**config.mk**
```make
export PLATFORM = sky130hd
export DESIGN_NAME = rom_dwnld_top
export DESIGN_NICKNAME = d
export VERILOG_FILES = /design/src/logic/dwnld_pkg.sv /design/src/logic/prom_store.sv /design/src/logic/sdram_bank_port.sv /design/src/logic/dwnld_decode.sv /design/src/logic/rom_dwnld_top.sv
export VERILOG_INCLUDE_DIRS = /design/src /design/src/logic
export SDC_FILE = /design/constraint.sdc
export NUM_CORES = 2
export LEC_CHECK = 0
export BUFFER_PORTS_ARGS = -buffer_cell sky130_fd_sc_hd__buf_2
export CAP_MARGIN = 20
export CORE_UTILIZATION = 30
export CTS_CLUSTER_SIZE = 14
export DETAILED_ROUTE_END_ITERATION = 7
export PLACE_DENSITY = 0.48
export SLEW_MARGIN = 20
export SYNTH_ARGS = -nofsm -noshare
export SYNTH_HDL_FRONTEND = slang
export SYNTH_MEMORY_MAX_BITS = 65536
export SYNTH_SLANG_ARGS = --single-unit
```
**constraint.sdc**
```tcl
create_clock -name clk -period 10.75 [get_ports clk]
set_input_delay 1.075 -clock clk [delete_from_list [all_inputs] [get_ports clk]]
set_output_delay 1.075 -clock clk [all_outputs]
set_load 0.05 [all_outputs]
```
**src/logic/dwnld_defs.svh**
```systemverilog
// build-time layout, needs BA1 < BA2 < BA3 < PROM_START, PROM_AW <= BANK_AW, ACK_LAT >= 2
`ifndef DWNLD_DEFS_SVH
`define DWNLD_DEFS_SVH

//////////////////////////////////////////////////
// loader stream layout

// the header is the first bytes of the stream and never reaches memory
`define DW_HEADER_LEN 4

// payload byte offsets, counted after the header, where banks 1 to 3 start
`define DW_BA1_START  'h080
`define DW_BA2_START  'h100
`define DW_BA3_START  'h180

// payload bytes from here on go to the on-chip PROM
`define DW_PROM_START 'h200

// width of the loader byte address
`define DW_IOCTL_AW   25

//////////////////////////////////////////////////
// memory sizes and timing

// PROM holds 2**DW_PROM_AW bytes and each bank 2**DW_BANK_AW words
`define DW_PROM_AW    6
`define DW_BANK_AW    6

// cycles from the first cycle a write is seen to its acknowledge
`define DW_ACK_LAT    3

// set to 1 to swap the two bytes of every payload word
`define DW_SWAB       0

`endif

```
**src/logic/dwnld_pkg.sv**
```systemverilog
// shared types of the download path, the enums are two bits wide and fixed per build
package dwnld_pkg;

    // where the byte on the loader bus is heading this cycle
    // TGT_NONE also covers cycles with no accepted strobe
    typedef enum logic [1:0] {
        TGT_HEADER = 2'd0,
        TGT_SDRAM  = 2'd1,
        TGT_PROM   = 2'd2,
        TGT_NONE   = 2'd3
    } dw_target_e;

    // write port of the behavioural SDRAM
    // SP_WAIT burns the ack latency and SP_ACK is the single ack cycle
    typedef enum logic [1:0] {
        SP_IDLE = 2'd0,
        SP_WAIT = 2'd1,
        SP_ACK  = 2'd2
    } sdram_state_e;

    // one of the four SDRAM banks
    typedef logic [1:0] bank_t;

endpackage

```
**src/logic/prom_store.sv**
```systemverilog
// PROM byte store of 2**DW_PROM_AW entries, contents are undefined until loaded, no reset
`timescale 1ns/10ps
`include "dwnld_defs.svh"

module prom_store (
    input  logic                   clk,
    input  logic                   prom_we,
    input  logic [`DW_PROM_AW-1:0] prom_addr,
    input  logic [7:0]             prom_data,
    input  logic [`DW_PROM_AW-1:0] prom_rd_addr,
    output logic [7:0]             prom_rd_data
);

    localparam int DEPTH = 2 ** `DW_PROM_AW;

    logic [7:0] mem [0:DEPTH-1];

    //////////////////////////////////////////////////
    // write side

    // every prom_we pulse carries exactly one byte
    always_ff @(posedge clk) begin
        if (prom_we)
            mem[prom_addr] <= prom_data;
    end

    //////////////////////////////////////////////////
    // read side

    // asynchronous read so the contents can be checked at any time
    assign prom_rd_data = mem[prom_rd_addr];

endmodule

```
**src/logic/sdram_bank_port.sv**
```systemverilog
// behavioural SDRAM write port, no refresh or bursts, needs DW_ACK_LAT >= 2 and a request held until ack
`timescale 1ns/10ps
`include "dwnld_defs.svh"

module sdram_bank_port (
    input  logic                   clk,
    input  logic                   rst_n,
    input  logic                   prog_we,
    input  logic [`DW_BANK_AW-1:0] prog_addr,
    input  dwnld_pkg::bank_t       prog_ba,
    input  logic [15:0]            prog_data,
    input  logic [1:0]             prog_mask,
    output logic                   sdram_ack,
    input  dwnld_pkg::bank_t       rd_ba,
    input  logic [`DW_BANK_AW-1:0] rd_addr,
    output logic [15:0]            rd_data
);
    import dwnld_pkg::*;

    localparam int DEPTH = 4 * (2 ** `DW_BANK_AW);
    localparam int CNT_W = $clog2(`DW_ACK_LAT) + 1;

    sdram_state_e   state;
    logic [CNT_W-1:0] wait_cnt;
    logic [15:0]    mem [0:DEPTH-1];

    //////////////////////////////////////////////////
    // ack timing

    // IDLE sees the request, WAIT covers the next DW_ACK_LAT-1 cycles
    // and ACK is the cycle the ack is shown and the word is written
    always_ff @(posedge clk or negedge rst_n) begin
        if (!rst_n) begin
            state    <= SP_IDLE;
            wait_cnt <= '0;
        end else begin
            case (state)
                SP_IDLE: begin
                    if (prog_we) begin
                        state    <= SP_WAIT;
                        wait_cnt <= '0;
                    end
                end
                SP_WAIT: begin
                    // a withdrawn request means the download was aborted
                    if (!prog_we)
                        state <= SP_IDLE;
                    else if (wait_cnt == CNT_W'(`DW_ACK_LAT - 2))
                        state <= SP_ACK;
                    else
                        wait_cnt <= wait_cnt + 1'b1;
                end
                SP_ACK: begin
                    state <= SP_IDLE;
                end
                default: begin
                    state <= SP_IDLE;
                end
            endcase
        end
    end

    assign sdram_ack = (state == SP_ACK);

    //////////////////////////////////////////////////
    // bank storage

    // the four banks sit back to back, the bank index is the top address bits
    always_ff @(posedge clk) begin
        if (state == SP_ACK && prog_we) begin
            if (!prog_mask[0])
                mem[{prog_ba, prog_addr}][7:0] <= prog_data[7:0];
            if (!prog_mask[1])
                mem[{prog_ba, prog_addr}][15:8] <= prog_data[15:8];
        end
    end

    // read back is combinational, used to inspect the loaded image
    assign rd_data = mem[{rd_ba, rd_addr}];

    //////////////////////////////////////////////////
    // checks

    // the decode side must not change a request while it is being served
    a_req_stable: assert property (@(posedge clk) disable iff (!rst_n)
        (state == SP_WAIT && prog_we) |-> $stable({prog_addr, prog_ba, prog_data, prog_mask}));

endmodule

```
**src/logic/dwnld_decode.sv**
```systemverilog
// assumes the loader honours ready, one SDRAM write in flight, PROM address in prog_addr low bits
`timescale 1ns/10ps
`include "dwnld_defs.svh"

module dwnld_decode (
    input  logic                        clk,
    input  logic                        rst_n,
    input  logic                        downloading,
    input  logic [`DW_IOCTL_AW-1:0]     ioctl_addr,
    input  logic [7:0]                  ioctl_data,
    input  logic                        ioctl_wr,
    input  logic                        sdram_ack,
    output logic                        ready,
    output logic                        prog_we,
    output logic [`DW_BANK_AW-1:0]      prog_addr,
    output dwnld_pkg::bank_t            prog_ba,
    output logic [15:0]                 prog_data,
    output logic [1:0]                  prog_mask,
    output logic                        prom_we,
    output logic [8*`DW_HEADER_LEN-1:0] hdr_cfg
);
    import dwnld_pkg::*;

    dw_target_e              target;
    bank_t                   bank;
    logic [`DW_IOCTL_AW-1:0] part_addr;
    logic [`DW_IOCTL_AW-1:0] bank_start;
    logic [`DW_IOCTL_AW-1:0] eff_addr;
    logic [`DW_IOCTL_AW-1:0] prom_off;
    logic                    lane;
    logic [7:0]              data_out;

    //////////////////////////////////////////////////
    // address decode

    // payload address with the header stripped off
    assign part_addr = ioctl_addr - `DW_IOCTL_AW'(`DW_HEADER_LEN);
    assign prom_off  = part_addr - `DW_IOCTL_AW'(`DW_PROM_START);

    // a strobe only counts while a download is running
    always_comb begin
        if (!(ioctl_wr && downloading))
            target = TGT_NONE;
        else if (ioctl_addr < `DW_IOCTL_AW'(`DW_HEADER_LEN))
            target = TGT_HEADER;
        else if (part_addr >= `DW_IOCTL_AW'(`DW_PROM_START))
            target = TGT_PROM;
        else
            target = TGT_SDRAM;
    end

    // the highest bank start not above the payload address wins
    always_comb begin
        if (part_addr >= `DW_IOCTL_AW'(`DW_BA3_START))
            bank = 2'd3;
        else if (part_addr >= `DW_IOCTL_AW'(`DW_BA2_START))
            bank = 2'd2;
        else if (part_addr >= `DW_IOCTL_AW'(`DW_BA1_START))
            bank = 2'd1;
        else
            bank = 2'd0;
        case (bank)
            2'd1:    bank_start = `DW_IOCTL_AW'(`DW_BA1_START);
            2'd2:    bank_start = `DW_IOCTL_AW'(`DW_BA2_START);
            2'd3:    bank_start = `DW_IOCTL_AW'(`DW_BA3_START);
            default: bank_start = '0;
        endcase
    end

    // byte offset inside its bank, bit 0 picks the lane
    assign eff_addr = part_addr - bank_start;
    assign lane     = eff_addr[0] ^ 1'(`DW_SWAB);

    //////////////////////////////////////////////////
    // request registers

    // prog_we is held until the SDRAM side acks, an aborted download drops it
    always_ff @(posedge clk or negedge rst_n) begin
        if (!rst_n) begin
            prog_we <= 1'b0;
            prom_we <= 1'b0;
            hdr_cfg <= '0;
        end else begin
            prom_we <= (target == TGT_PROM);
            if (!downloading)
                prog_we <= 1'b0;
            else if (target == TGT_SDRAM)
                prog_we <= 1'b1;
            else if (sdram_ack)
                prog_we <= 1'b0;
            // header bytes fill hdr_cfg from the low byte up
            for (int i = 0; i < `DW_HEADER_LEN; i++) begin
                if (target == TGT_HEADER && ioctl_addr == `DW_IOCTL_AW'(i))
                    hdr_cfg[8*i +: 8] <= ioctl_data;
            end
        end
    end

    // payload of the request, only meaningful while a write strobe is up
    always_ff @(posedge clk) begin
        if (target == TGT_SDRAM) begin
            prog_addr <= eff_addr[`DW_BANK_AW:1];
            prog_ba   <= bank;
            prog_mask <= lane ? 2'b01 : 2'b10;
            data_out  <= ioctl_data;
        end else if (target == TGT_PROM) begin
            prog_addr <= prom_off[`DW_BANK_AW-1:0];
            data_out  <= ioctl_data;
        end
    end

    // the byte rides on both lanes and the mask picks one
    assign prog_data = {2{data_out}};
    assign ready     = !prog_we;

    //////////////////////////////////////////////////
    // checks

    // the loader must wait for ready before the next byte
    a_no_wr_busy: assert property (@(posedge clk) disable iff (!rst_n)
        ioctl_wr |-> ready);

    a_one_lane: assert property (@(posedge clk) disable iff (!rst_n)
        prog_we |-> $onehot(~prog_mask));

    // the ack from the SDRAM port retires the request on the next edge
    a_ack_drop: assert property (@(posedge clk) disable iff (!rst_n)
        (prog_we && sdram_ack) |=> !prog_we);

endmodule

```
**src/logic/rom_dwnld_top.sv**
```systemverilog
// ROM download top, loader must wait for ready between bytes, layout fixed by dwnld_defs.svh
`timescale 1ns/10ps
`include "dwnld_defs.svh"

module rom_dwnld_top (
    input  logic                        clk,
    input  logic                        rst_n,
    input  logic                        downloading,
    input  logic [`DW_IOCTL_AW-1:0]     ioctl_addr,
    input  logic [7:0]                  ioctl_data,
    input  logic                        ioctl_wr,
    output logic                        ready,
    output logic [8*`DW_HEADER_LEN-1:0] hdr_cfg,
    input  dwnld_pkg::bank_t            rd_ba,
    input  logic [`DW_BANK_AW-1:0]      rd_addr,
    output logic [15:0]                 rd_data,
    input  logic [`DW_PROM_AW-1:0]      prom_rd_addr,
    output logic [7:0]                  prom_rd_data
);
    import dwnld_pkg::*;

    // decode to SDRAM and PROM
    logic                   prog_we;
    logic [`DW_BANK_AW-1:0] prog_addr;
    bank_t                  prog_ba;
    logic [15:0]            prog_data;
    logic [1:0]             prog_mask;
    logic                   prom_we;
    logic                   sdram_ack;

    dwnld_decode u_decode (
        .clk         (clk),
        .rst_n       (rst_n),
        .downloading (downloading),
        .ioctl_addr  (ioctl_addr),
        .ioctl_data  (ioctl_data),
        .ioctl_wr    (ioctl_wr),
        .sdram_ack   (sdram_ack),
        .ready       (ready),
        .prog_we     (prog_we),
        .prog_addr   (prog_addr),
        .prog_ba     (prog_ba),
        .prog_data   (prog_data),
        .prog_mask   (prog_mask),
        .prom_we     (prom_we),
        .hdr_cfg     (hdr_cfg)
    );

    sdram_bank_port u_sdram (
        .clk       (clk),
        .rst_n     (rst_n),
        .prog_we   (prog_we),
        .prog_addr (prog_addr),
        .prog_ba   (prog_ba),
        .prog_data (prog_data),
        .prog_mask (prog_mask),
        .sdram_ack (sdram_ack),
        .rd_ba     (rd_ba),
        .rd_addr   (rd_addr),
        .rd_data   (rd_data)
    );

    // the PROM takes the low address bits and one copy of the byte
    prom_store u_prom (
        .clk          (clk),
        .prom_we      (prom_we),
        .prom_addr    (prog_addr[`DW_PROM_AW-1:0]),
        .prom_data    (prog_data[7:0]),
        .prom_rd_addr (prom_rd_addr),
        .prom_rd_data (prom_rd_data)
    );

endmodule

```
==> reports/qor.yml <==
syn-cell-area_sq_um: 182000
synth_cell_types: 66
cp_common_cell: "buf_4"
vias_per_cell: 5.10
synth-compound-area-share_pct: 3.03
die_h_microns: 781
gp_congestion: 0.795
routed_wl_microns: 511000
core.rowCount: 285
detail-route-antenna-nets: 0
cts.sink_count: 4665
drtIter0Drc: 8839
grt_pass1_vias: 91000
slew_violations: 0
worstSetupStartpointType: "input port"
cts_hold_buf: 0
clkTransAtPathRegs_ns: 0.07
gr-usage-all-layers_pct: 16.3
yosysMostFrequentCell: "edfxtp_1"
synth_top_cell_area_share_pct: 76.4
crit_path_end_kind: "output pin"
fin_area_sq_um: 207000
ctsResizeCount: 0
place_hpwl_microns: 307000
pin_count: 108
cpMaxStageDelayCell: "buf_4"
dr_total_vias: 88400
skew_ns: 0.0737
hold_class: "input port to async pin"
start_util_pct: 30.2
nets: 8958
root_buffer: "clkbuf_16"
fin_crit_ns: 7.22
syn_inst: 8644
postPlaceCellArea_sq_um: 191000
synth_area_leaders: "edfxtp_1 (76%), mux4_2 (12%), mux2i_1 (3.5%), nor2_1 (1.4%), o221ai_1 (1.1%)"
grt_remaining_overflow: 0
cp_max_fo: 101
die_x_microns: 781
worst_skew_pair.late_latency_ns: 1.07
grt_pass1_wl_microns: 716000
htreeDepth: 5
required_ns: 9.68
seq_area_frac_synth_pct: 76.9
drive_gt1_share_pct: 22.4
synth_edf_count: 4626
cts_buffer_depth: 4
rsz0062_at_grt: "no"
yosys_warnings: 0
drc: 0
syn_to_final_growth_pct: 13.7
antenna_found_initial: 37
port_buffers: 107
path_class: "input port to output pin"
period_share_pct: 67.1
cts_buffers: 476
synth_mux_area_share_pct: 15.7
synth_simple_gate_area_share_pct: 2.38
nFillCells: 55800
synth_fp_nets: 8702
core_area_sq_um: 603000
relSlewSlack_pct: 9.71
status: "finished, final reports clean"
dieArea_sq_um: 609000
synthFlopType: "edfxtp_1"
power.leakage_uw: 0.0637
grt_max_degree: 181
cts_tree: "built"
p_per_area_nw_per_um2: 186
firstDrtPassIters: 5
synth_top_family_by_area: "multiplexers"
finalSetupViolCount: 0
synthAdderAreaFrac_pct: 0.0482
fmax_mhz: 139
yosys.area.top_type: "edfxtp_1"
wire_per_inst_microns: 29.5
tns_ns: 0
synth.avg_cell_area_sq_um: 21.0
hold_viol_final: 0
synth-xor-area-share_pct: 0.0193
synth.top_cells.by_count: "edfxtp_1 (4626), mux4_2 (962), nor2_1 (656)"
post_cts_buffers: 0
cp_slowest_stage_delay_ns: 0.64
ir_worst_vdd_mv: 0.153
maxCapViolations: 0
ys_async_sr_fraction_pct: 0.836
arrival_ns: 6.14
worstMarginPinSlew_ns: 1.35
path_cells: "buf_8 > buf_12 > buf_4 > mux4_2 > nor3_1 > o21ai_0 > o311ai_0 > a211oi_2 > buf_4 > nor4b_2 > buf_2"
yosys_register_bits: 4665
[kinds of logic (layout without fill, tap and decap cells)]
kind of cell               count (synthesis)  in the layout
adders and majority gates                  7              7
AOI/OAI and AO/OA                        777            777
and+or+nand+nor                         1004           1004
buffers and inverters                    544           1206
muxes                                   1643           1643
DFF                                     4665           4665
other                                      0              3
xor gates and xnor gates                   4              4
[sequential cells by signal, summed over array words and instances (netlist names)]
name and count:
u_sdram.state 2, u_decode.prog_mask 2, u_sdram.wait_cnt 3, u_decode.prog_addr 6, u_prom.mem 512, u_decode.data_out 8, u_decode.prog_we 1, u_sdram.mem 4096
u_decode.prog_ba 2, u_decode.hdr_cfg 32, u_decode.prom_we 1
[per-layer routing]
metal	share of wire [%]	GRT usage, %
met1	43	22.2
met4	2.5	3.85
met5	0.0074	0
met3	6.4	2.94
met2	49	27.0
[cells in the final DEF, fill, tap and decap left out, types with 10 or more instances in the layout]
master      netlist  routed
o21ai_0          35      35
clkbuf_1        235      97
buf_2            97     100
clkinv_2          0     109
a22oi_1          42      42
mux2_2           46      46
a2111oi_1        13      13
nand4_1          11      11
a22o_1           24      24
clkbuf_16         0     482
nand2b_1         16      15
nor4_1           12      10
a211oi_1         15      11
bufinv_16         0      42
mux4_2          962     962
inv_1            12      11
a21oi_1         170     170
clkinv_1          0     108
o22ai_1         197     197
mux2i_1         632     632
nor3_1          151     145
dfrtp_1          39      39
nand2_2           0      25
nand2_1          89      57
a221oi_1         23      23
buf_4            38     166
o221ai_1        221     221
edfxtp_1       4626    4626
clkinvlp_4        0      12
nor2_1          656     650
buf_12           22      34
[cell type report]
cell class | count | area (sq um) | area share [%]
repair buffers | 309 | 2550 | 1.24
multi-input cells | 3435 | 38800 | 18.8
diodes | 3 | 7.51 | 0.00363
clock buffers | 579 | 12400 | 6.01
flip-flops and latches | 4665 | 140000 | 67.7
clock inverters | 305 | 2840 | 1.38
inverters | 13 | 61.3 | 0.0297
well taps | 8036 | 10100 | 4.87
[power by group]
part	internal (uW)	leakage, uW	switching [uW]
combinational	609	0.0141	1360
sequential	20100	0.0421	9.38
clock	9230	0.00748	7110
[worst paths after layout]
kind | depth (start not counted) | to | slack (ns) | startpoint
min | 1 | u_decode.hdr_cfg[13] | 0.18 | rst_n
min in group clk | 1 | u_decode.data_out[3] | 0.31 | ioctl_data[3]
max | 11 | rd_data[3] | 3.53 | rd_addr[1]
max reg2reg | 6 | u_sdram.mem[23][9] | 6.61 | u_sdram.state[0]
max in group asynchronous | 1 | u_decode.hdr_cfg[14] | 10.01 | rst_n
min reg2reg | 1 | u_decode.hdr_cfg[12] | 0.50 | u_decode.hdr_cfg[12]
[through the flow]
stage / utilization, % / cells / setup WS [ns] / power (uW) / hold WS (ns)
final: 34.3 / 17300 / 3.53 / 38400 / 0.176
after global routing: 34.3 / 17300 / 3.44 / 39400 / 0.195
after CTS: 34.3 / 17300 / 3.55 / 38800 / 0.0942
after detailed placement: 31.7 / 16500 / 3.56 / 22500 / 0.490
after global placement: 31.7 / 16500 / 3.23 / 22400 / 0.489
after floorplan: - / 8644 / 2.27 / 21900 / 0.493
[worst max-delay path, delay by kind of cell]
family                 cells  cell delay [ns]
buffers and inverters      5             2.23
AOI/OAI and AO/OA          3             1.64
and+or+nand+nor            2             0.41
muxes                      1             0.33
Note: power is estimated with default switching activity, not from simulation.
